`config.mk`:
```
export PLATFORM = sky130hd
export DESIGN_NAME = reg_file
export DESIGN_NICKNAME = d
export VERILOG_FILES = /design/src/common/rv_isa_pkg.sv /design/src/rtl/reg_file.sv
export SDC_FILE = /design/constraint.sdc
export NUM_CORES = 2
export LEC_CHECK = 0
export BUFFER_PORTS_ARGS = -buffer_cell sky130_fd_sc_hd__clkbuf_2
export CORE_MARGIN = 2
export CORE_UTILIZATION = 55
export CTS_CLUSTER_SIZE = 14
export DETAILED_ROUTE_END_ITERATION = 6
export PLACE_DENSITY = 0.8
export REMOVE_ABC_BUFFERS = 1
export SETUP_SLACK_MARGIN = 0.2
export SYNTH_ARGS = -nofsm -noshare
export SYNTH_HDL_FRONTEND = slang
export SYNTH_SLANG_ARGS = --single-unit
```
`constraint.sdc`:
```
create_clock -name CLK -period 7.2 [get_ports CLK]
set_input_delay 0.72 -clock CLK [delete_from_list [all_inputs] [get_ports CLK]]
set_output_delay 0.72 -clock CLK [all_outputs]
set_load 0.01 [all_outputs]
```
`src/common/rv_isa_pkg.sv`:
```
`default_nettype none

package rv_isa_pkg;

    localparam int xlen = 64;

    // major opcodes of the supported RV64I subset.
    localparam logic [6:0] opc_op        = 7'b0110011;
    localparam logic [6:0] opc_op_imm    = 7'b0010011;
    localparam logic [6:0] opc_op_32     = 7'b0111011;
    localparam logic [6:0] opc_op_imm_32 = 7'b0011011;
    localparam logic [6:0] opc_lui       = 7'b0110111;
    localparam logic [6:0] opc_auipc     = 7'b0010111;

    localparam logic [2:0] f3_add  = 3'b000;
    localparam logic [2:0] f3_sll  = 3'b001;
    localparam logic [2:0] f3_slt  = 3'b010;
    localparam logic [2:0] f3_sltu = 3'b011;
    localparam logic [2:0] f3_xor  = 3'b100;
    localparam logic [2:0] f3_sr   = 3'b101;
    localparam logic [2:0] f3_or   = 3'b110;
    localparam logic [2:0] f3_and  = 3'b111;

    typedef struct packed {
        logic [6:0] funct7;
        logic [4:0] rs2;
        logic [4:0] rs1;
        logic [2:0] funct3;
        logic [4:0] rd;
        logic [6:0] opcode;
    } r_type_t;

    typedef struct packed {
        logic [11:0] imm;
        logic [4:0]  rs1;
        logic [2:0]  funct3;
        logic [4:0]  rd;
        logic [6:0]  opcode;
    } i_type_t;

    typedef struct packed {
        logic [19:0] imm;
        logic [4:0]  rd;
        logic [6:0]  opcode;
    } u_type_t;

    // one instruction word seen through each format.
    typedef union packed {
        r_type_t     r;
        i_type_t     i;
        u_type_t     u;
        logic [31:0] raw;
    } instr_u;

endpackage

`default_nettype wire

```
`src/rtl/reg_file.sv`:
```
`default_nettype none

module reg_file import rv_isa_pkg::*; (
    input  logic            CLK,
    input  logic            RESET,
    input  logic [4:0]      raddr1,
    input  logic [4:0]      raddr2,
    input  logic            we,
    input  logic [4:0]      waddr,
    input  logic [xlen-1:0] wdata,
    output logic [xlen-1:0] rdata1,
    output logic [xlen-1:0] rdata2
);

    logic [xlen-1:0] regs [32];

    always_ff @(posedge CLK) begin
        if (RESET) begin
            for (int i = 0; i < 32; i++) begin
                regs[i] <= '0;
            end
        end else if (we && waddr != 5'd0) begin
            regs[waddr] <= wdata;
        end
    end

    assign rdata1 = (raddr1 == 5'd0) ? '0 : regs[raddr1];
    assign rdata2 = (raddr2 == 5'd0) ? '0 : regs[raddr2];

    x0_zero_a: assert property (@(posedge CLK) disable iff (RESET)
        regs[0] == '0);

endmodule

`default_nettype wire

```
==> out/metrics.cfg <==
[finish]
nFillCells = 13747
largest_register_ffs = 2048
top_regs = regs: 2048 flops
top_register = regs
nets = 6983
drive_above_1_share_pct = 25.0
synthToLayoutAreaGrowth_pct = 9.28

[hold_path]
min_to = regs[0][63]
hold_depth = 1
hp-class = in -> reg
holdCritStartpoint = RESET

[cts]
h-tree-depth = 4
numClockSinks = 2048
ctsLongestPathBuffers = 3
cts_buffers = 203
hold_buffers = 0
cts-resized-gates = 0
cts_root_buffer = clkbuf_16
clk_pin_slew_worst_paths_ns = 0.06
post-cts-setup-buffers = 0
cts_tree = built

[routing]
wirelength_um = 368000
wl_per_cell_um = 37.8
top_layer_used = met5
firstDrtPassIters = 6
wl_met2_um = 168000
drt-initial-drc-count = 14203
drc = 0
drtAntennaViolNets = 0
met1_length_um = 113000
dr_total_vias = 72044
dr_wl_met3_um = 58300
vias_per_cell = 7.39

[timing]
tns_ns = 0
fmax_mhz = 202
timing.final.ws_setup_ns = 2.25
setup_viol_count_final = 0
finalCritPeriodShare_pct = 68.8
max_slew_margin_pct = 6.69
report.final.hold_viol_count = 0
maxSlewViolCount = 0
fin_worst_hold_slack_ns = 0.350
period_needed_ns = 4.95
worstMarginPinSlew_ns = 1.40
rsz0062_at_grt = false

[die]
rows = 162
dieHeight_um = 448
fp.coreArea_um2 = 195000
initial_utilization_pct = 55.5
ios = 210
die_x_um = 448
die_area_um2 = 200000

[critical_path]
crit_start = raddr1[2]
cp_cell_sequence = buf_6 > buf_4 > nand2b_1 > o22ai_1 > nor4_1 > nor4_1 > clkbuf_2
slowest_stage = nor4_1
slowest_delay_ns = 0.93
cpMostUsedCell = nor4_1
cpLargestDelayFamily = simple AND/OR/NAND/NOR gates
arrival_ns = 4.23
path_max_fanout = 36
path_class = in -> out
startpoint_type = input port
worst-path-buf-inv = 3
end_kind = output pin
required_ns = 6.48

[logic_synthesis]
ys_ff_latch = 2048
ys.flop_type = edfxtp_1
ys_types = 44
ys_warn_count = 0
async_flop_share_pct = 0
ys_seq_area_share_pct = 56.8
synth_edf_count = 2048
syn_area_um2 = 108000
synthCells = 7055
syn_avg_cell_area_um2 = 15.3

[pwr]
cellPowerDensity_nw_per_um2 = 243
p_total_w = 0.0287
vdd.ir_drop.worst_mv = 0.212
p_leak_nw = 41.0

[placed_design]
gp_congestion = 0.872
io_buffers = 209
pre_cts_ws_ns = 2.19
hpwl_um = 202000

[grt]
grt_pass1_vias = 71483
overflow = 0
grt_pass1_wl_um = 516000
grt_max_degree = 126
grt_usage_pct = 36.7
antenna_found_initial = 46

[flow_run]
cap_violations = 0

[status]
status = complete, no violations

==> layout make-up <==
class                      instances  area (um^2)  area share, %
sequential                      2048        61500           52.0
clock inverter                   137         1530           1.29
tap                             2624         3280           2.78
timing repair buffer             368         2580           2.18
inverter                           2         7.51        0.00635
antenna                           42          105         0.0888
clock buffer                     247         5330           4.51
multi-input combinational       4278        44000           37.2
==> metrics by stage <==
step / utilization [%] / cells / instance area [um^2]
global placement: 57.0 / 9319 / 111000
detailed placement: 57.0 / 9319 / 111000
floorplan: - / 6328 / 105000
finish: 60.6 / 9746 / 118000
CTS: 60.5 / 9703 / 118000
global route: 60.6 / 9716 / 118000
==> logic make-up after synthesis <==
group / after synthesis / share of synthesized area, %
buffers and inverters: 792 / 3.17
muxes: 1391 / 23.5
DFF: 2048 / 56.8
other: 1 / 0.00346
AOI/OAI and AO/OA: 539 / 3.75
and+or+nand+nor: 2284 / 12.8
==> worst max-delay path by stage <==
stage                    to  slack [ns]  cells after the start
5_1_grt           rdata1[0]        2.35                      8
6_report         rdata1[33]        2.25                      7
3_3_place_gp   regs[25][60]        2.28                      6
2_1_floorplan     rdata2[0]        2.68                      5
3_5_place_dp   regs[25][55]        2.19                      6
4_1_cts          rdata1[60]        2.49                      7
==> per-layer routing <==
| metal | up-vias | global-route usage (%) |
|---|---|---|
| met2 | 7529 | 55.4 |
| met4 | 14 | 25.3 |
| li1 | 26932 | - |
| met5 | - | 0.195 |
| met1 | 35902 | 45.5 |
| met3 | 1667 | 11.4 |
==> synthesized netlist by cell type, drive strengths merged (31+ instances only) <==
master,instances,area share (%)
a21oi,49,0.23
and2,1986,11
or2,35,0.20
buf,214,1.2
a221oi,58,0.47
mux2i,363,3.4
a22oi,74,0.51
a21o,42,0.29
o22ai,100,0.58
mux4,906,19
o221ai,54,0.44
edfxtp,2048,57
mux2,122,1.3
and3,31,0.18
nand2,108,0.37
nor2,57,0.20
clkbuf,576,2.0
==> report_power, final <==
part | internal, W | switching, W | total, W
registers | 0.0138 | 0.000380 | 0.0142
logic | 0.00139 | 0.00206 | 0.00344
clock network | 0.00635 | 0.00479 | 0.0111
==> cell usage in the layout, fill, tap and decap left out, types with 20 or more instances in the layout <==
master and n:
a21o_1 42, a21oi_1 49, a221oi_1 58, a22o_1 30, a22oi_1 74, a32oi_1 30, and2_1 1985, and3_1 31
buf_12 21, buf_4 140, bufinv_16 30, clkbuf_1 40, clkbuf_16 207, clkbuf_2 199, clkinv_1 53, clkinv_2 33
conb_1 64, diode_2 42, edfxtp_1 2048, mux2_2 122, mux2i_1 363, mux4_2 906, nand2_1 105, nand3_1 21
nor2_1 20, nor2_4 35, o2111ai_1 30, o211ai_1 30, o221ai_1 54, o22ai_1 100, or2_4 32
Power figures use the tool's default switching activity.
