### config.mk
export PLATFORM = sky130hd
export DESIGN_NAME = exec_unit
export DESIGN_NICKNAME = d
export VERILOG_FILES = /design/src/common/rv_isa_pkg.sv /design/src/common/pipe_pkg.sv /design/src/rtl/exec_unit.sv
export SDC_FILE = /design/constraint.sdc
export NUM_CORES = 1
export LEC_CHECK = 0
export BUFFER_PORTS_ARGS = -buffer_cell sky130_fd_sc_hd__clkbuf_2
export CORE_ASPECT_RATIO = 2
export CORE_MARGIN = 2
export CORE_UTILIZATION = 52
export DETAILED_ROUTE_END_ITERATION = 10
export PLACE_DENSITY = 0.75
export SKIP_LAST_GASP = 1
export SYNTH_ARGS = -nofsm -noshare
export SYNTH_HDL_FRONTEND = slang
export SYNTH_SLANG_ARGS = --single-unit
### constraint.sdc
create_clock -name CLK -period 6.1 [get_ports CLK]
set_input_delay 0.305 -clock CLK [delete_from_list [all_inputs] [get_ports CLK]]
set_output_delay 0.305 -clock CLK [all_outputs]
set_load 0.03 [all_outputs]
### src/common/rv_isa_pkg.sv
`default_nettype none

package rv_isa_pkg;

    localparam int xlen = 64;

    // major opcodes of the supported RV64I subset.
    localparam logic [6:0] opc_op        = 7'b0110011;
    localparam logic [6:0] opc_op_imm    = 7'b0010011;
    localparam logic [6:0] opc_op_32     = 7'b0111011;
    localparam logic [6:0] opc_op_imm_32 = 7'b0011011;
    localparam logic [6:0] opc_lui       = 7'b0110111;
    localparam logic [6:0] opc_auipc     = 7'b0010111;

    localparam logic [2:0] f3_add  = 3'b000;
    localparam logic [2:0] f3_sll  = 3'b001;
    localparam logic [2:0] f3_slt  = 3'b010;
    localparam logic [2:0] f3_sltu = 3'b011;
    localparam logic [2:0] f3_xor  = 3'b100;
    localparam logic [2:0] f3_sr   = 3'b101;
    localparam logic [2:0] f3_or   = 3'b110;
    localparam logic [2:0] f3_and  = 3'b111;

    typedef struct packed {
        logic [6:0] funct7;
        logic [4:0] rs2;
        logic [4:0] rs1;
        logic [2:0] funct3;
        logic [4:0] rd;
        logic [6:0] opcode;
    } r_type_t;

    typedef struct packed {
        logic [11:0] imm;
        logic [4:0]  rs1;
        logic [2:0]  funct3;
        logic [4:0]  rd;
        logic [6:0]  opcode;
    } i_type_t;

    typedef struct packed {
        logic [19:0] imm;
        logic [4:0]  rd;
        logic [6:0]  opcode;
    } u_type_t;

    // one instruction word seen through each format.
    typedef union packed {
        r_type_t     r;
        i_type_t     i;
        u_type_t     u;
        logic [31:0] raw;
    } instr_u;

endpackage

`default_nettype wire

### src/common/pipe_pkg.sv
`default_nettype none

package pipe_pkg;

    import rv_isa_pkg::*;

    typedef enum logic [3:0] {
        alu_add, alu_sub, alu_sll, alu_slt,
        alu_sltu, alu_xor, alu_srl, alu_sra,
        alu_or, alu_and, alu_addw, alu_subw,
        alu_sllw, alu_srlw, alu_sraw, alu_pass
    } alu_op_t;

    typedef enum logic [1:0] {
        fwd_rf = 2'd0,
        fwd_ex = 2'd1,
        fwd_wb = 2'd2
    } fwd_sel_t;

    typedef struct packed {
        logic [63:0] pc;
        logic [31:0] instr;
    } fetch_pkt_t;

    typedef struct packed {
        logic [xlen-1:0] op1;
        logic [xlen-1:0] op2;
        alu_op_t         op;
        logic [4:0]      rd;
        logic            we;
        logic            illegal;
        logic [xlen-1:0] pc;
    } de_ex_t;

    typedef struct packed {
        logic [xlen-1:0] result;
        logic [4:0]      rd;
        logic            we;
        logic            illegal;
        logic [xlen-1:0] pc;
    } ex_wb_t;

    typedef struct packed {
        logic [xlen-1:0] result;
        logic [4:0]      rd;
        logic            we;
        logic            illegal;
        logic [xlen-1:0] pc;
    } result_t;

endpackage

`default_nettype wire

### src/rtl/exec_unit.sv
`default_nettype none

module exec_unit import rv_isa_pkg::*, pipe_pkg::*; (
    input  logic            CLK,
    input  logic            RESET,
    input  de_ex_t          de_ex,
    input  logic            ex_load,
    input  logic            wb_load,
    output logic [4:0]      ex_rd,
    output logic            ex_we,
    output logic [xlen-1:0] ex_result,
    output logic [4:0]      wb_rd,
    output logic            wb_we,
    output logic [xlen-1:0] wb_result,
    output result_t         out_res
);

    logic [xlen-1:0] a;
    logic [xlen-1:0] b;
    logic [xlen-1:0] alu_res;
    ex_wb_t wb_q;

    function automatic logic [xlen-1:0] sext_w(input logic [31:0] w);
        return {{(xlen-32){w[31]}}, w};
    endfunction

    assign a = de_ex.op1;
    assign b = de_ex.op2;

    always_comb begin
        unique case (de_ex.op)
            alu_add:  alu_res = a + b;
            alu_sub:  alu_res = a - b;
            alu_sll:  alu_res = a << b[5:0];
            alu_slt:  alu_res = {{(xlen-1){1'b0}}, $signed(a) < $signed(b)};
            alu_sltu: alu_res = {{(xlen-1){1'b0}}, a < b};
            alu_xor:  alu_res = a ^ b;
            alu_srl:  alu_res = a >> b[5:0];
            alu_sra:  alu_res = $signed(a) >>> b[5:0];
            alu_or:   alu_res = a | b;
            alu_and:  alu_res = a & b;
            // word forms work on the low half and sign-extend bit 31.
            alu_addw: alu_res = sext_w(a[31:0] + b[31:0]);
            alu_subw: alu_res = sext_w(a[31:0] - b[31:0]);
            alu_sllw: alu_res = sext_w(a[31:0] << b[4:0]);
            alu_srlw: alu_res = sext_w(a[31:0] >> b[4:0]);
            alu_sraw: alu_res = sext_w($signed(a[31:0]) >>> b[4:0]);
            default:  alu_res = b;
        endcase
    end

    assign ex_rd = de_ex.rd;
    assign ex_we = de_ex.we;
    assign ex_result = alu_res;

    always_ff @(posedge CLK) begin
        if (RESET) begin
            wb_q.we <= 1'b0;
            wb_q.illegal <= 1'b0;
        end else if (wb_load) begin
            wb_q.we <= de_ex.we;
            wb_q.illegal <= de_ex.illegal;
        end
    end

    always_ff @(posedge CLK) begin
        if (wb_load) begin
            wb_q.result <= alu_res;
            wb_q.rd <= de_ex.rd;
            wb_q.pc <= de_ex.pc;
        end
    end

    assign wb_rd = wb_q.rd;
    assign wb_we = wb_q.we;
    assign wb_result = wb_q.result;
    assign out_res = result_t'(wb_q);

    // operands held in decode stay put until the next execute load.
    ex_hold_a: assert property (@(posedge CLK) disable iff (RESET)
        !ex_load |=> $stable(de_ex));

endmodule

`default_nettype wire

==> flow_summary.yaml, run 1 <==
logic_synthesis:
  yosysTopAreaCellShare_pct: 15.6
  synth_seq_area_share_pct: 15.8
  syn_avg_cell_area_um2: 7.37
  synth_top_area_cell: "edfxtp_1"
  syn_inst: 3468
  synth-main-ff-cell: "edfxtp_1"
  synthesis.nets: 3894
  syn_area_um2: 25500
  synthTopCellsByArea: "edfxtp_1, ha_1, a21oi_1"
  yosys_warnings: 0
  synthArstFlopShare_pct: 0
  synth-seq-cells: 135
  synth_cell_types: 83
  synth_edf_count: 133
clocking:
  numCtsBuffers: 17
  ctsLongestPathBuffers: 2
  cts.sinks: 135
  cts_resized: 0
  cts_root_buffer: "clkbuf_16"
  postCtsSetupBuffers: 0
  ctsHoldBuffers: 0
  htreeDepth: 4
floorplan:
  io-pin-count: 482
  die_h_um: 317
  start_util_pct: 52.7
  die_x_um: 161
  rows: 114
global_route:
  grt.total_usage_pct: 68.2
  grt_max_degree: 153
  grt_overflow_total: 315
  grt_pass1_vias: 34000
  grt_pass1_wl_um: 262000
outcome:
  error: "[ERROR GRT-0116] Global routing finished with congestion. Check the congestion regions in the DRC Viewer."
  failing_step: "global routing"
  status: "stopped before the end"
placed_design:
  io_buffer_count: 480
  post-dp-hpwl_um: 120000
  dp_slack_ps: 779
  gp_congestion: 1.22
[cells in the mapped netlist, drive strengths merged, types with 30 or more instances]
master  instances
nand3          58
mux2i         140
nor2          426
nor3           64
a31oi          44
buf           158
o21ai         255
o221ai         32
ha            217
clkbuf        179
a21o           47
a221oi         62
mux2           31
o22ai          30
edfxtp        133
nor2b          30
nand2         286
inv           204
a22oi          43
o21bai         47
a211oi         56
mux4           63
a21oi         375
o211ai         54
xnor2          41
[per-stage QoR]
step	utilization, %	cell area, um^2	hold slack, ps	instances
after CTS	59.2	28700	0.440	4392
after detailed placement	58.0	28100	484	4360
after global placement	58.0	28100	482	4360
after floorplan	-	25500	377	3468
[per-layer routing]
layer,GRT usage (%),overflow
met4,71.2,128
met1,68.3,0
met3,43.0,1
met5,6.00,0
met2,91.4,186
[cell families after synthesis]
logic type / after synthesis / share of synthesized area, %
flops: 135 / 15.8
simple gates: 1022 / 17.6
fa+ha+maj: 219 / 10.8
buf+inv: 545 / 9.42
compound gates: 1267 / 32.4
mux: 234 / 12.4
xor+xnor: 46 / 1.58
==> run 2, diff against run 1 <==
CORE_ASPECT_RATIO = default   (was 2)
CORE_UTILIZATION = 37   (was 52)
PLACE_DENSITY = default   (was 0.75)
PLACE_DENSITY_LB_ADDON = 0.15   (was default)
==> run 2 against run 1 <==
  * The flow now finishes, with violations (max-capacitance violations, max-slew violations)
  * Synthesized cell count unchanged
  * Area after synthesis unchanged
==> flow_summary.yaml, run 2 <==
outcome:
  status: "finished with violations"
  violations: "max-capacitance violations, max-slew violations"
global_route:
  grtUsageMet1_pct: 52.5
  grt.total_usage_pct: 43.1
  met2_usage_pct: 63.7
  busiest_layer: "met2"
  grt_max_degree: 157
  use_met3_pct: 11.1
  grt_pass1_vias: 28300
  antenna_found_initial: 16
  grt_pass1_wl_um: 217000
  grt_overflow_total: 0
logic_synthesis:
  synthArstFlopShare_pct: 0
  yosys_warnings: 0
  synthesis.nets: 3894
  synth_seq_area_share_pct: 15.8
  syn_avg_cell_area_um2: 7.37
  synth-seq-cells: 135
  yosysMostFrequentCell: "nor2_1"
  yosysTopAreaCellShare_pct: 15.6
  synth_common_cells: "nor2_1, a21oi_1, nand2_1"
  syn_area_um2: 25500
  syn_inst: 3468
  synth_cell_types: 83
  synthTopCellsByArea: "edfxtp_1, ha_1, a21oi_1"
  synth_edf_count: 133
  synth_top_area_cell: "edfxtp_1"
  synth-main-ff-cell: "edfxtp_1"
critical_path:
  r2r-end: "wb_we"
  cp_max_fo: 23
  crit_type: "input port to output pin"
  r2r_start: "wb_we"
  cp.arrival_ps: 5350
  critical_path_required_ps: 5790
  cp-start-kind: "input port"
  ff2ff_path_depth: 2
  endpoint_kind: "output pin"
  r2r_slack_ps: 5460
floorplan:
  coreArea_um2: 68500
  die_x_um: 267
  fp.dieArea_um2: 71200
  io-pin-count: 482
  rows: 96
  die_h_um: 267
  start_util_pct: 37.3
run:
  cap_violations: 1
layout:
  mostFrequentLayoutCell: "clkbuf_2"
  largest_reg_flops: 65
  nets: 4267
  layout-drive-gt1-share_pct: 20.4
  mostFrequentLayoutCells: "clkbuf_2, nor2_1, a21oi_1"
  fillCellCount: 7248
  finalNonFillerCells: 4750
  fin_area_um2: 29900
  areaGrowthSynthToFinish_pct: 17.2
clocking:
  tritoncts: "yes"
  cts.sinks: 135
  clkTransAtPathRegs_ps: 70
  numCtsBuffers: 17
  cts_root_buffer: "clkbuf_16"
  ctsLongestPathBuffers: 2
  insertion_delay_ps: 490
  htreeDepth: 4
routing:
  drc_errors: 0
  wl_um: 158000
  routedWlPerCell_um: 33.2
  dr.pass1.iters: 7
  post_drt_via_cell_ratio: 6.63
  vias: 31500
  antenna_left: 0
  dr.first_iter.drc_count: 4453
placed_design:
  dp_cells: 4634
  dp_slack_ps: 624
  post-dp-hpwl_um: 123000
  gp_congestion: 1.14
  io_buffer_count: 480
  placed_area_um2: 28600
timing:
  max_slew_margin_pct: -0.351
  min_period_ps: 5650
  hold_viol: 0
  clock-skew-final_ps: 0
  max_slew.worst_pin.slew_ps: 1510
  rsz0062_at_grt: "no"
  finalSetupTns_ps: 0
  setup_viol: 0
  fmax_mhz: 177
  setup_ws_ps: 447
  drv_slew: 3
  finalCritPeriodShare_pct: 92.7
worst_hold_path:
  worstHoldStart: "de_ex[11]"
  hold-path-cell-count: 1
  min_to: "out_res[11]"
  hold_class: "input port to register"
power_and_ir_drop:
  powerDensity_nw_per_um2: 195
  vdd.ir_drop.worst_mv: 0.159
  power.static_leakage_nw: 13.0
[run 2: cell counts after synthesis]
Identical to the previous run, type by type.
[run 2: metal layers]
layer	part of all wire (%)	wire length, um
met5	0.015	24
met4	9.9	15600
met3	10	16100
met2	42	66900
met1	37	59000
[run 2: area by class of cell]
| class | instances | area (um^2) | share of cell area (%) |
|---|---|---|---|
| multi-input combinational | 2788 | 19100 | 64.0 |
| timing repair buffer | 691 | 4220 | 14.1 |
| sequential | 135 | 4030 | 13.5 |
| tap | 882 | 1100 | 3.69 |
| inverter | 208 | 783 | 2.62 |
| clock buffer | 17 | 425 | 1.42 |
| clock inverter | 15 | 180 | 0.602 |
| antenna | 14 | 35.0 | 0.117 |
[run 2: worst max path at each step]
stage | from | end | slack, ps | cells past startpoint
final | de_ex[75] | ex_result[60] | 450 | 16
after global routing | de_ex[79] | ex_result[61] | 370 | 16
after CTS | de_ex[75] | ex_result[60] | 610 | 16
after detailed placement | de_ex[75] | ex_result[60] | 620 | 16
after global placement | de_ex[75] | ex_result[60] | 650 | 16
after floorplan | de_ex[77] | wb_result[62] | 130 | 18
[run 2: report_power, final]
part           switching (mW)  internal, mW
Combinational            2.49          1.01
Sequential             0.0431          1.15
Clock                   0.593         0.555
Total                    3.13          2.71
[run 2: cells by family after synthesis]
group / count (synthesis) / synth area share [%]
adder cells (fa/ha/maj): 219 / 10.8
XOR/XNOR: 46 / 1.58
AND/OR/NAND/NOR: 1022 / 17.6
flip-flops: 135 / 15.8
buffers and inverters: 545 / 9.42
AO/OA/AOI/OAI: 1267 / 32.4
multiplexers: 234 / 12.4
[run 2: repair_timing]
action,in CTS,in global routing
hold endpoints to repair,69,0
hold buffers,68,0
gates resized for setup,0,0
buffers inserted,0,0
[run 2: worst max-delay path, cell delays in order]
cell and delay [ps]:
clkbuf_8 210, ha_1 260, inv_1 70, fa_1 380
nand2b_1 190, a2111o_1 420, a31o_1 260, a31o_1 250
o31a_1 440, o31ai_4 350, a311o_2 340, a21boi_0 220
nor3_1 590, mux2_2 400, a32oi_1 350, clkbuf_2 280
[run 2: stage by stage]
stage / hold WS (ps) / total power, mW / utilization, %
2_1_floorplan: 377 / 3.29 / -
3_3_place_gp: 482 / 4.51 / 41.7
3_5_place_dp: 484 / 4.50 / 41.7
4_1_cts: 6.43 / 5.70 / 43.6
5_1_grt: 17.2 / 6.01 / 43.7
6_report: 19.8 / 5.84 / 43.7
(Power assumes the default switching activity.)
==> run 3, diff against run 2 <==
--- a/constraint.sdc
+++ b/constraint.sdc
@@ -3,2 +3,2 @@
 set_output_delay 0.305 -clock CLK [all_outputs]
-set_load 0.03 [all_outputs]
+set_load 0.05 [all_outputs]
==> run 3 against run 2 <==
  * The run still ends with max-capacitance violations, max-slew violations left
  * Register-to-register slack improved by 40 ps
  * Combinational power rose by 12%
  * Clock power barely moved
  * Maximum frequency rose by 0.20%
  * Setup slack improved by 12 ps
  * Via count fell by 1.0%
  * Clock skew did not move
  * Non-clock buffer count fell by 17
  * Die area did not move
  * Critical endpoint unchanged
==> flow_summary.yaml, run 3 (synthesis results as in run 2) <==
timing:
  min_period_ps: 5640
  max_slew_margin_pct: -1.63
  hold_viol: 0
  setup_ws_ps: 459
  finalCritPeriodShare_pct: 92.5
  fmax_mhz: 177
  rsz0062_at_grt: "no"
  finalSetupTns_ps: 0
  hold-worst-slack_ps: 15.5
  drv_slew: 2
  max_slew.worst_pin.slew_ps: 1510
  setup_viol: 0
  clock-skew-final_ps: 0
clocking:
  ctsLongestPathBuffers: 2
  clkTransAtPathRegs_ps: 70
  numCtsBuffers: 17
  insertion_delay_ps: 490
  htreeDepth: 4
  cts.sinks: 135
  postCtsSetupBuffers: 0
  cts_root_buffer: "clkbuf_16"
  cts_resized: 0
  ctsHoldBuffers: 68
  tritoncts: "yes"
routing:
  post_drt_via_cell_ratio: 6.59
  dr.first_iter.drc_count: 4331
  dr.pass1.iters: 6
  drc_errors: 0
  vias: 31200
  wl_um: 155000
  routedWlPerCell_um: 32.8
  antenna_left: 0
power_and_ir_drop:
  power.static_leakage_nw: 13.0
  powerDensity_nw_per_um2: 208
  vdd.ir_drop.worst_mv: 0.190
global_route:
  antenna_found_initial: 15
  grt_pass1_vias: 27700
  grt_pass1_wl_um: 213000
  grt_max_degree: 153
  grt_overflow_total: 0
  grt.total_usage_pct: 42.2
critical_path:
  cp_max_fo: 19
  r2r_start: "wb_we"
  critical_path_required_ps: 5790
  crit_type: "input port to output pin"
  critPathLaunch: "de_ex[75]"
  cp.arrival_ps: 5340
  cp-start-kind: "input port"
  endpoint_kind: "output pin"
  ff2ff_path_depth: 2
placed_design:
  io_buffer_count: 480
  post-dp-hpwl_um: 121000
  placed_area_um2: 28700
  dp_cells: 4617
  dp_slack_ps: 596
  gp_congestion: 1.12
run:
  cap_violations: 1
worst_hold_path:
  worstHoldStart: "de_ex[70]"
  hold-path-cell-count: 1
  hold_class: "input port to register"
outcome:
  violations: "max-capacitance violations, max-slew violations"
  status: "finished with violations"
layout:
  nets: 4250
  fin_area_um2: 30100
  areaGrowthSynthToFinish_pct: 17.7
  mostFrequentLayoutCells: "clkbuf_2, nor2_1, a21oi_1"
  layout-drive-gt1-share_pct: 20.1
  mostFrequentLayoutCell: "clkbuf_2"
  largest_reg_flops: 65
  finalNonFillerCells: 4734
floorplan:
  start_util_pct: 37.3
  io-pin-count: 482
  coreArea_um2: 68500
  fp.dieArea_um2: 71200
  die_h_um: 267
  rows: 96
  die_x_um: 267
==> run 3: changes by cell type in the layout (fill, tap and decap cells not counted), moves of 2 or more <==
cell / before / now
o21ai_1: 3 / 1
buf_4: 142 / 123
clkbuf_2: 474 / 459
buf_12: 2 / 19
o21ai_0: 252 / 254
==> run 3: routing by layer <==
layer,up-vias,track usage [%],routed length (um)
met1,14900,52.6,59600
met2,2220,63.8,66900
li1,13600,-,-
met3,467,9.87,15500
met5,-,0,46
met4,6,30.4,13100
==> run 3: final cells by class <==
type	count	area, um^2
Fill cell	7188	38400
Multi-Input combinational cell	2788	19200
Timing Repair Buffer	674	4330
Sequential cell	135	4030
Tap cell	882	1100
Inverter	208	783
Clock buffer	17	425
Clock inverter	15	181
Antenna cell	15	37.5
==> run 3: power breakdown <==
part | switching, mW | internal [mW]
clock | 0.591 | 0.554
sequential | 0.0429 | 1.15
combinational | 2.85 | 1.05
total | 3.49 | 2.75
==> run 3: critical path: stages <==
cell and delay [ps]:
clkbuf_8 220, ha_1 280, inv_1 80, fa_1 370
nand2b_1 190, a2111o_1 420, a31o_1 260, a31o_1 250
o31a_1 430, o31ai_4 360, a311o_2 330, a21boi_0 190
nor3_1 550, mux2_2 400, a32oi_1 460, buf_12 210
==> run 3: final timing paths <==
check,slack (ps),to
hold reg to reg,500,out_res[64]
hold / removal,20,wb_rd[4]
setup / recovery,460,ex_result[60]
setup reg to reg,5500,wb_we
==> run 3: per-stage QoR <==
| step | util, % | total power, mW |
|---|---|---|
| 2_1_floorplan | - | 3.67 |
| 3_5_place_dp | 41.9 | 4.92 |
| 3_3_place_gp | 41.9 | 4.93 |
| 6_report | 43.9 | 6.24 |
| 4_1_cts | 43.8 | 6.12 |
| 5_1_grt | 43.9 | 6.42 |
