### config.mk
export PLATFORM = sky130hd
export DESIGN_NAME = pipe_ctrl
export DESIGN_NICKNAME = d
export VERILOG_FILES = /design/src/common/rv_isa_pkg.sv /design/src/common/pipe_pkg.sv /design/src/rtl/pipe_ctrl.sv
export SDC_FILE = /design/constraint.sdc
export NUM_CORES = 1
export LEC_CHECK = 0
export ABC_AREA = 1
export BUFFER_PORTS_ARGS = -buffer_cell sky130_fd_sc_hd__buf_2
export CORE_UTILIZATION = 31
export CTS_CLUSTER_SIZE = 14
export DETAILED_ROUTE_END_ITERATION = 8
export GPL_TIMING_DRIVEN = 0
export PLACE_DENSITY_LB_ADDON = 0.05
export SLEW_MARGIN = 20
export SYNTH_ARGS = -nofsm -noshare
export SYNTH_HDL_FRONTEND = slang
export SYNTH_SLANG_ARGS = --single-unit
### constraint.sdc
create_clock -name CLK -period 0.9 [get_ports CLK]
set_input_delay 0 -clock CLK [delete_from_list [all_inputs] [get_ports CLK]]
set_output_delay 0 -clock CLK [all_outputs]
set_load 0.01 [all_outputs]
### src/common/rv_isa_pkg.sv
`default_nettype none

package rv_isa_pkg;

    localparam int xlen = 64;

    // major opcodes of the supported RV64I subset.
    localparam logic [6:0] opc_op        = 7'b0110011;
    localparam logic [6:0] opc_op_imm    = 7'b0010011;
    localparam logic [6:0] opc_op_32     = 7'b0111011;
    localparam logic [6:0] opc_op_imm_32 = 7'b0011011;
    localparam logic [6:0] opc_lui       = 7'b0110111;
    localparam logic [6:0] opc_auipc     = 7'b0010111;

    localparam logic [2:0] f3_add  = 3'b000;
    localparam logic [2:0] f3_sll  = 3'b001;
    localparam logic [2:0] f3_slt  = 3'b010;
    localparam logic [2:0] f3_sltu = 3'b011;
    localparam logic [2:0] f3_xor  = 3'b100;
    localparam logic [2:0] f3_sr   = 3'b101;
    localparam logic [2:0] f3_or   = 3'b110;
    localparam logic [2:0] f3_and  = 3'b111;

    typedef struct packed {
        logic [6:0] funct7;
        logic [4:0] rs2;
        logic [4:0] rs1;
        logic [2:0] funct3;
        logic [4:0] rd;
        logic [6:0] opcode;
    } r_type_t;

    typedef struct packed {
        logic [11:0] imm;
        logic [4:0]  rs1;
        logic [2:0]  funct3;
        logic [4:0]  rd;
        logic [6:0]  opcode;
    } i_type_t;

    typedef struct packed {
        logic [19:0] imm;
        logic [4:0]  rd;
        logic [6:0]  opcode;
    } u_type_t;

    // one instruction word seen through each format.
    typedef union packed {
        r_type_t     r;
        i_type_t     i;
        u_type_t     u;
        logic [31:0] raw;
    } instr_u;

endpackage

`default_nettype wire

### src/common/pipe_pkg.sv
`default_nettype none

package pipe_pkg;

    import rv_isa_pkg::*;

    typedef enum logic [3:0] {
        alu_add, alu_sub, alu_sll, alu_slt,
        alu_sltu, alu_xor, alu_srl, alu_sra,
        alu_or, alu_and, alu_addw, alu_subw,
        alu_sllw, alu_srlw, alu_sraw, alu_pass
    } alu_op_t;

    typedef enum logic [1:0] {
        fwd_rf = 2'd0,
        fwd_ex = 2'd1,
        fwd_wb = 2'd2
    } fwd_sel_t;

    typedef struct packed {
        logic [63:0] pc;
        logic [31:0] instr;
    } fetch_pkt_t;

    typedef struct packed {
        logic [xlen-1:0] op1;
        logic [xlen-1:0] op2;
        alu_op_t         op;
        logic [4:0]      rd;
        logic            we;
        logic            illegal;
        logic [xlen-1:0] pc;
    } de_ex_t;

    typedef struct packed {
        logic [xlen-1:0] result;
        logic [4:0]      rd;
        logic            we;
        logic            illegal;
        logic [xlen-1:0] pc;
    } ex_wb_t;

    typedef struct packed {
        logic [xlen-1:0] result;
        logic [4:0]      rd;
        logic            we;
        logic            illegal;
        logic [xlen-1:0] pc;
    } result_t;

endpackage

`default_nettype wire

### src/rtl/pipe_ctrl.sv
`default_nettype none

module pipe_ctrl import pipe_pkg::*; (
    input  logic       CLK,
    input  logic       RESET,
    input  logic       in_valid,
    input  logic       out_ready,
    input  logic [4:0] rs1,
    input  logic [4:0] rs2,
    input  logic       rs1_used,
    input  logic       rs2_used,
    input  logic [4:0] ex_rd,
    input  logic       ex_we,
    input  logic [4:0] wb_rd,
    input  logic       wb_we,
    output logic       in_ready,
    output logic       ex_load,
    output logic       wb_load,
    output logic       out_valid,
    output fwd_sel_t   fwd1,
    output fwd_sel_t   fwd2
);

    logic ex_valid;
    logic wb_valid;
    logic ex_adv;
    logic wb_adv;

    // the newer result in execute wins over writeback.
    function automatic fwd_sel_t pick(input logic [4:0] rs, input logic used);
        fwd_sel_t sel;
        sel = fwd_rf;
        if (used && rs != 5'd0) begin
            if (ex_valid && ex_we && ex_rd == rs) begin
                sel = fwd_ex;
            end else if (wb_valid && wb_we && wb_rd == rs) begin
                sel = fwd_wb;
            end
        end
        return sel;
    endfunction

    assign wb_adv = !wb_valid || out_ready;
    assign ex_adv = !ex_valid || wb_adv;

    assign in_ready = ex_adv;
    assign ex_load = in_valid && ex_adv;
    assign wb_load = ex_valid && wb_adv;
    assign out_valid = wb_valid;

    always_ff @(posedge CLK) begin
        if (RESET) begin
            ex_valid <= 1'b0;
            wb_valid <= 1'b0;
        end else begin
            if (ex_adv) begin
                ex_valid <= in_valid;
            end
            if (wb_adv) begin
                wb_valid <= ex_valid;
            end
        end
    end

    always_comb begin
        fwd1 = pick(rs1, rs1_used);
        fwd2 = pick(rs2, rs2_used);
    end

    out_hold_a: assert property (@(posedge CLK) disable iff (RESET)
        out_valid && !out_ready |=> out_valid);

    full_freeze_a: assert property (@(posedge CLK) disable iff (RESET)
        out_valid && !out_ready && ex_valid |-> !in_ready ##1 ex_valid);

endmodule

`default_nettype wire

==> out/qor.yml, run 1 <==
outcome: "finished, violations left"
violations: "negative setup slack"
grt_use_total_pct: 16.0
path_clk_slew_ns: 0.04
p_sw_w: 0.000219
reg2reg_to: "ex_valid"
rsz0062_at_grt: "yes"
synth_top_family_by_area: "simple AND/OR/NAND/NOR gates"
grt_pass1_wl_um: 2150
place_area_sq_um: 693
synth-simple-area-share_pct: 58.7
grt_overflow_total: 0
synth_mux_area_share_pct: 0
yosys_warnings: 0
cp-endpoint: "fwd1[1]"
syn_area_sq_um: 497
clk_latency_ns: 0.24
detail-route-antenna-nets: 0
yosysSeqAreaShare_pct: 8.06
power.internal_w: 0.000376
diodes: 0
period_share_pct: 127
final_max_slew_viol_count: 0
chipWidth_um: 42.0
cap_violations: 0
layout-drive-gt1-share_pct: 39.4
globalplace.congestion: 0.739
finalInstanceArea_sq_um: 806
synth_area_per_cell_sq_um: 4.97
powerDensity_nw_per_um2: 739
slew_headroom_pct: 86.4
reg2reg_setup_slack_ns: -0.02
startpoint: "out_valid"
tightestPinTransition_ns: 0.204
seq_power_share_pct: 16.9
die_area_sq_um: 1770
drt_iter0_markers: 6
reg2regPathDepth: 5
fin_nets: 172
timing.rr.start: "out_valid"
cts_tree: "done"
critPathMaxFanout: 2
wirelength_um: 1400
criticalPathCategory: "reg -> out"
htreeDepth: 1
drt-pass1-iter-count: 4
synth_cell_types: 17
cp.arrival_ns: 1.14
peakVddDrop_v: 0.000382
p_sw_share_pct: 36.9
synth_fa_ha_area_share_pct: 0
syn2layout_area_growth_pct: 62.2
via_count: 676
antenna_found_initial: 0
wl_per_cell_um: 8.87
via_per_inst: 4.28
cp-end-kind: "primary output"
dp_slack_ns: -0.0847
io_buffers: 35
period_needed_ns: 1.14
coreArea_sq_um: 1510
pwr-share-clk_pct: 36.0
ioPinCount: 36
grt_pass1_vias: 549
placement_rows: 14
fmax_mhz: 874
p_leak_nw: 0.485
synth_xor_area_share_pct: 12.3
startpoint_type: "flip-flop"
setup_tns_ns: -1.49
synthesis.nets: 128
die_h_um: 42.0
cts_made_buffers: 3
clockBufferDepth: 2
fin_ws_ns: -0.244
start_util_pct: 33.0
setup_viol: 9
route.detailed.drc: 0
crit_required_ns: 0.90
grt_max_degree: 6
power.share.combinational_pct: 47.1
ys_seq_elements: 2
cts_root_buffer: "clkbuf_4"
finalHoldViolCount: 0
finClkSkew_ns: 0.00775
syn_inst: 100
hpwl_um: 1090
min_path_type: "in -> reg"
cts_sinks: 2
synth_compound_area_share_pct: 5.79
[Yosys cell counts, drive strengths merged]
| cell | n | area share, % |
|---|---|---|
| nand3b | 2 | 3.0 |
| nand4 | 1 | 1.3 |
| or2 | 1 | 1.3 |
| inv | 20 | 15 |
| xor2 | 4 | 7.1 |
| nand2 | 34 | 26 |
| nor2 | 20 | 15 |
| nor3 | 2 | 5.3 |
| nand3 | 5 | 5.0 |
| dfxtp | 2 | 8.1 |
| a21oi | 5 | 5.8 |
| nor3b | 1 | 1.5 |
| xnor2 | 3 | 5.3 |
[through the flow]
step	total power (W)	util (%)	hold WS, ns	std cells
floorplan	0.000232	-	0.0617	100
global placement	0.000344	46.0	0.168	151
detailed placement	0.000347	46.0	0.176	151
CTS	0.000569	49.3	0.0344	156
global route	0.000655	53.5	0.0337	158
finish	0.000595	53.5	0.0308	158
[state kept, by name (all words and copies together), names as in the netlist]
signal,flops
ex_valid,1
out_valid,1
[layer usage]
| layer | vias up | part of all wire [%] | global-route usage (%) |
|---|---|---|---|
| li1 | 382 | - | - |
| met1 | 271 | 46 | 20.2 |
| met2 | 23 | 49 | 24.7 |
| met3 | 0 | 5.4 | 5.17 |
| met4 | 0 | 0 | 7.50 |
| met5 | - | 0 | 0 |
[how the worst min path moves through the flow]
stage	start	endpoint	slack (ns)	depth (start not counted)
floorplan	RESET	out_valid	0.06	1
detailed placement	RESET	out_valid	0.18	2
global route	in_valid	ex_valid	0.03	3
global placement	RESET	out_valid	0.17	2
finish	in_valid	ex_valid	0.03	3
CTS	out_ready	out_valid	0.03	4
[timing repair]
action,4_1_cts,5_1_grt
resized for setup,3,12
gates cloned,0,0
setup buffers,1,2
hold endpoints to repair,2,0
pin swaps,6,2
hold buffers,1,0
setup endpoints to repair,5,8
[logic make-up after synthesis]
family	Yosys count
xor+xnor	7
compound gates	5
buf+inv	20
flops	2
simple gates	66
[layout by cell type (no fill, tap or decap), drive strengths merged]
master and count:
clkbuf 3, nand4 1, dlygate4sd3 1, nor2 20
or2 1, nand2 34, nor3b 1, buf 38
dfxtp 2, xnor2 3, inv 20, a21oi 5
nand3b 2, nor3 2, xor2 4, nand3 5
[critical path: stages, from the launching register on]
cell	delay (ns)
dfxtp_2	0.33
nand2_2	0.06
a21oi_2	0.09
nand2_1	0.06
nor2_1	0.09
nand3_1	0.07
nor2_1	0.08
buf_2	0.13
[area by class of cell]
| cell class | instances | area [sq um] |
|---|---|---|
| clock buffers | 3 | 22.5 |
| repair buffers | 39 | 228 |
| multi-input cells | 78 | 415 |
| fillers | 164 | 701 |
| well taps | 16 | 20.0 |
| flip-flops and latches | 2 | 45.0 |
| inverters | 20 | 75.1 |
[power by group through the flow]
stage                     clock (W)  combinational (W)  sequential, W
final                      0.000214           0.000280       0.000101
after global routing       0.000237           0.000317       0.000102
after CTS                  0.000213           0.000257       0.000100
after detailed placement          0           0.000245       0.000102
after global placement            0           0.000243       0.000102
after floorplan                   0           0.000130       0.000102
No activity file was read; power rests on OpenSTA's default activity.
==> inputs of run 2 (changes only) <==
- ABC_AREA: 1 -> unset
- CORE_AREA: unset -> 2 2 39 41
- CORE_UTILIZATION: 31 -> unset
- DIE_AREA: unset -> 0 0 41 43
==> out/qor.yml, run 2 <==
synth_top_area_cell: "xnor2_1"
m1WireLength_um: 487
place_inst: 98
drt-pass1-iter-count: 3
start_util_pct: 26.2
cts_root_buffer: "clkbuf_4"
finClkSkew_ns: 0.00166
crit_family: "simple AND/OR/NAND/NOR gates"
wl_per_cell_um: 12.4
synth.area.top_cells: "xnor2_1, dfxtp_1, xor2_1"
stdcell_count: 110
reg2regPathDepth: 6
period_needed_ns: 1.21
grt_overflow_total: 0
violations: "negative setup slack"
startpoint_type: "flip-flop"
htreeDepth: 1
highest_layer: "met3"
slowest_delay_ns: 0.36
peakVddDrop_v: 0.000861
globalplace.congestion: 0.670
coreArea_sq_um: 1380
syn2layout_area_growth_pct: 116
ys.flop_type: "dfxtp_1"
via_per_inst: 4.67
synth_edf_count: 0
fin_nets: 124
timing.rr.start: "out_valid"
final_max_slew_viol_count: 0
syn_area_sq_um: 363
fmax_mhz: 828
route.detailed.drc: 0
synth_most_common_cell: "xnor2_1"
via_count: 514
critical_path_buf_inv_count: 1
startpoint: "out_valid"
p_leak_nw: 0.339
crit_required_ns: 0.90
cts_made_buffers: 3
layout_common_cells: "buf_2, xnor2_1, buf_4"
grt_pass1_vias: 545
cp-endpoint: "fwd1[1]"
pwr-share-clk_pct: 32.1
netlist_top_cells_count: "xnor2_1, nand4_1, xor2_1"
grt_pass1_wl_um: 2140
die_area_sq_um: 1760
grt_max_degree: 5
wirelength_um: 1360
die_h_um: 43
cp.arrival_ns: 1.21
clk_latency_ns: 0.22
synth_area_per_cell_sq_um: 7.72
ioPinCount: 36
criticalPathCategory: "reg -> out"
p_sw_w: 0.000184
fin_ws_ns: -0.307
antenna_found_initial: 0
reg2reg_setup_slack_ns: -0.16
rsz0062_at_grt: "yes"
hpwl_um: 1020
reg2reg_to: "ex_valid"
finalHoldViolCount: 0
seq_power_share_pct: 16.9
finalPower_w: 0.000589
powerDensity_nw_per_um2: 753
grt_use_total_pct: 17.4
slowest_stage: "or3_4"
path_depth: 4
syn_inst: 47
outcome: "finished, violations left"
synth_top_area_share_pct: 38.6
clockBufferDepth: 2
detail-route-antenna-nets: 0
power.internal_w: 0.000405
synth_cell_types: 17
cts_tree: "done"
diodes: 0
layout-drive-gt1-share_pct: 67.0
tightestPinTransition_ns: 0.253
synthesis.nets: 75
cts_sinks: 2
power.share.combinational_pct: 51.0
cp-end-kind: "primary output"
dr_wl_met3_um: 54
critPathMaxFanout: 2
setup_viol: 8
yosys_warnings: 0
cap_violations: 0
period_share_pct: 134
mostFrequentLayoutCell: "buf_2"
cp_cell_sequence: "nand2_2 -> or3_4 -> nor3_2 -> buf_2"
async_flop_share_pct: 0
p_sw_share_pct: 31.2
placement_rows: 14
path_clk_slew_ns: 0.03
wl_met2_um: 822
io_buffers: 35
yosysSeqAreaShare_pct: 11.0
ys_seq_elements: 2
min_path_type: "in -> reg"
chipWidth_um: 41
drt_iter0_markers: 6
slew_headroom_pct: 83.1
## run 2: changes by cell type after synthesis, moves of 2 or more
cell	previous run	this run
nor2b_1	0	2
nand3b_1	2	0
nand4_1	1	4
nor2_1	20	3
inv_1	18	0
nor4_1	0	3
inv_2	2	0
nor3_1	0	2
xnor2_1	3	16
nand2_1	33	3
nand3_1	5	0
a21oi_1	4	1
## run 2: power by group through the flow
stage / sequential (W) / clock (W) / combinational [W]
2_1_floorplan: 0.000100 / 0 / 0.000109
5_1_grt: 0.000101 / 0.000207 / 0.000328
4_1_cts: 0.0000996 / 0.000203 / 0.000289
3_5_place_dp: 0.000100 / 0 / 0.000224
6_report: 0.0000997 / 0.000189 / 0.000300
3_3_place_gp: 0.000100 / 0 / 0.000225
## run 2: worst min-delay path by stage
| stage | startpoint | to | slack [ns] | cells past startpoint |
|---|---|---|---|---|
| 5_1_grt | in_valid | ex_valid | 0.05 | 3 |
| 6_report | in_valid | ex_valid | 0.02 | 3 |
| 3_5_place_dp | RESET | ex_valid | 0.18 | 2 |
| 4_1_cts | in_valid | ex_valid | 0.007 | 3 |
| 2_1_floorplan | RESET | ex_valid | 0.07 | 1 |
| 3_3_place_gp | RESET | ex_valid | 0.18 | 2 |
## run 2: metrics by stage
stage	instance area, sq um	TNS [ns]	hold slack (ns)	worst slack [ns]	utilization [%]
after floorplan	377	-0.101	0.0724	-0.0891	-
after global placement	572	-0.888	0.180	-0.296	41.3
after detailed placement	572	-0.889	0.180	-0.296	41.3
after CTS	756	-1.49	0.00747	-0.317	54.6
after global routing	782	-2.09	0.0488	-0.368	56.5
final	782	-1.62	0.0223	-0.307	56.5
## run 2: area by class of cell
type | count | area, sq um
sequential | 2 | 42.5
fill | 136 | 602
timing repair buffer | 44 | 288
multi-input combinational | 45 | 409
tap | 16 | 20.0
clock buffer | 3 | 22.5
## run 2: routing by layer
layer	up-vias	GRT usage, %
met5	-	0
met1	236	19.1
met4	0	4.00
met3	0	1.57
li1	263	-
met2	15	32.8
## run 2: what timing repair did
action | CTS | global route
setup endpoints to repair | 7 | 9
gates resized for setup | 26 | 4
endpoints found under the hold margin | 2 | 0
hold buffers | 1 | 0
pin swaps | 9 | 3
setup buffers | 7 | 1
## run 2: worst reg2reg max path, cell delays in order (launching register included)
cell	delay, ns
dfxtp_2	0.31
buf_4	0.12
nor2b_4	0.13
buf_6	0.11
buf_4	0.13
a21oi_2	0.11
nor2_1	0.05
## run 2: logic make-up after synthesis
| logic type | synth area share, % |
|---|---|
| flip-flops | 11.0 |
| AND/OR/NAND/NOR | 33.1 |
| AO/OA/AOI/OAI | 7.58 |
| XOR/XNOR | 48.3 |
==> inputs of run 3 (changes only) <==
- CAP_MARGIN: unset -> 20
- GPL_TIMING_DRIVEN: 0 -> unset
==> out/qor.yml, run 3 (same netlist as run 2, synthesis figures left out) <==
outcome: "finished, violations left"
violations: "negative setup slack"
finalHoldViolCount: 0
cts_made_buffers: 3
use_met1_pct: 18.2
slew_headroom_pct: 80.5
drt-pass1-iter-count: 2
io_buffers: 35
drt_iter0_markers: 1
dp_slack_ns: -0.224
die_h_um: 43
htreeDepth: 1
min_path_type: "in -> reg"
fmax_mhz: 826
start_util_pct: 26.2
finClkSkew_ns: 0.00446
fin_nets: 135
ioPinCount: 36
setup_viol: 8
cp_cell_sequence: "nand2_2 -> or3_4 -> nor3_2 -> buf_2"
multiInputGateArea_sq_um: 425
rsz0062_at_grt: "yes"
cp-endpoint: "fwd1[1]"
period_needed_ns: 1.21
syn2layout_area_growth_pct: 142
top_usage_layer: "met2"
reg2reg_to: "ex_valid"
wl_per_cell_um: 11.8
fin_util_pct: 63.6
reg2reg_setup_slack_ns: -0.03
grt_use_total_pct: 17.9
finalPower_w: 0.000645
final_max_slew_viol_count: 0
cts_tree: "done"
coreArea_sq_um: 1380
grt_overflow_total: 0
cts_sinks: 2
diodes: 0
grt_pass1_vias: 548
cp.arrival_ns: 1.21
powerDensity_nw_per_um2: 734
detail-route-antenna-nets: 0
reg2regPathDepth: 5
grt_pass1_wl_um: 2170
path_depth: 4
p_leak_nw: 0.401
mostFrequentLayoutCell: "buf_2"
grtUsageMet2_pct: 32.5
wirelength_um: 1430
clockBufferDepth: 2
route.detailed.drc: 0
startpoint_type: "flip-flop"
die_area_sq_um: 1760
ff_latch_area_sq_um: 42.5
crit_family: "simple AND/OR/NAND/NOR gates"
globalplace.congestion: 0.740
clk_latency_ns: 0.23
slowest_delay_ns: 0.36
hpwl_um: 1090
crit_required_ns: 0.90
critical_path_buf_inv_count: 1
path_clk_slew_ns: 0.03
cp-end-kind: "primary output"
tightestPinTransition_ns: 0.291
period_share_pct: 134
fin_ws_ns: -0.310
criticalPathCategory: "reg -> out"
hold_ws_ns: 0.124
chipWidth_um: 41
via_per_inst: 4.64
cts_root_buffer: "clkbuf_4"
timing.rr.start: "out_valid"
setup_tns_ns: -1.41
hp-start: "out_ready"
peakVddDrop_v: 0.000588
critPathMaxFanout: 2
slowest_stage: "or3_4"
placement_rows: 14
layout_common_cells: "buf_2, buf_4, xnor2_1"
grt_max_degree: 5
antenna_found_initial: 0
met3_usage_pct: 3.14
cap_violations: 0
nFillCells: 131
via_count: 561
startpoint: "out_valid"
layout-drive-gt1-share_pct: 70.5
==> run 3: worst min path at each step <==
| stage | to | depth (start not counted) | slack, ns |
|---|---|---|---|
| after global placement | out_valid | 2 | 0.18 |
| final | out_valid | 4 | 0.12 |
| after CTS | out_valid | 4 | 0.09 |
| after detailed placement | ex_valid | 2 | 0.18 |
| after floorplan | ex_valid | 1 | 0.07 |
| after global routing | out_valid | 4 | 0.17 |
==> run 3: layer usage <==
metal | part of all wire [%] | vias up
met5 | 0 | -
met4 | 2.4 | 0
met3 | 4.5 | 5
met2 | 55 | 18
met1 | 38 | 254
li1 | - | 284
==> run 3: area by class of cell <==
class                   count  area share (%)
repair buffers             55            42.0
clock buffers               3            2.56
well taps                  16            2.28
multi-input cells          45            48.4
flip-flops and latches      2            4.84
==> run 3: repair_timing <==
| item | 4_1_cts | 5_1_grt |
|---|---|---|
| hold endpoints to repair | 2 | 0 |
| setup endpoints to repair | 7 | 8 |
| hold buffers | 2 | 0 |
| gates resized for setup | 17 | 11 |
| pin swaps | 12 | 5 |
| setup buffers | 2 | 0 |
==> run 3: per-stage QoR <==
step / instances / instance area (sq um)
floorplan: 47 / 377
finish: 121 / 880
detailed placement: 115 / 699
CTS: 121 / 820
global route: 121 / 880
global placement: 115 / 699
==> run 3: worst min-delay path, delay by kind of cell <==
kind                   cells  cell delay [ns]
and+or+nand+nor            3             0.20
buffers and inverters      1             0.10
==> run 3: power breakdown <==
group | total (W) | internal [W] | switching [W]
sequential | 0.0000996 | 0.0000956 | 0.00000396
clock | 0.000196 | 0.000147 | 0.0000494
combinational | 0.000350 | 0.000198 | 0.000151
total | 0.000645 | 0.000441 | 0.000205
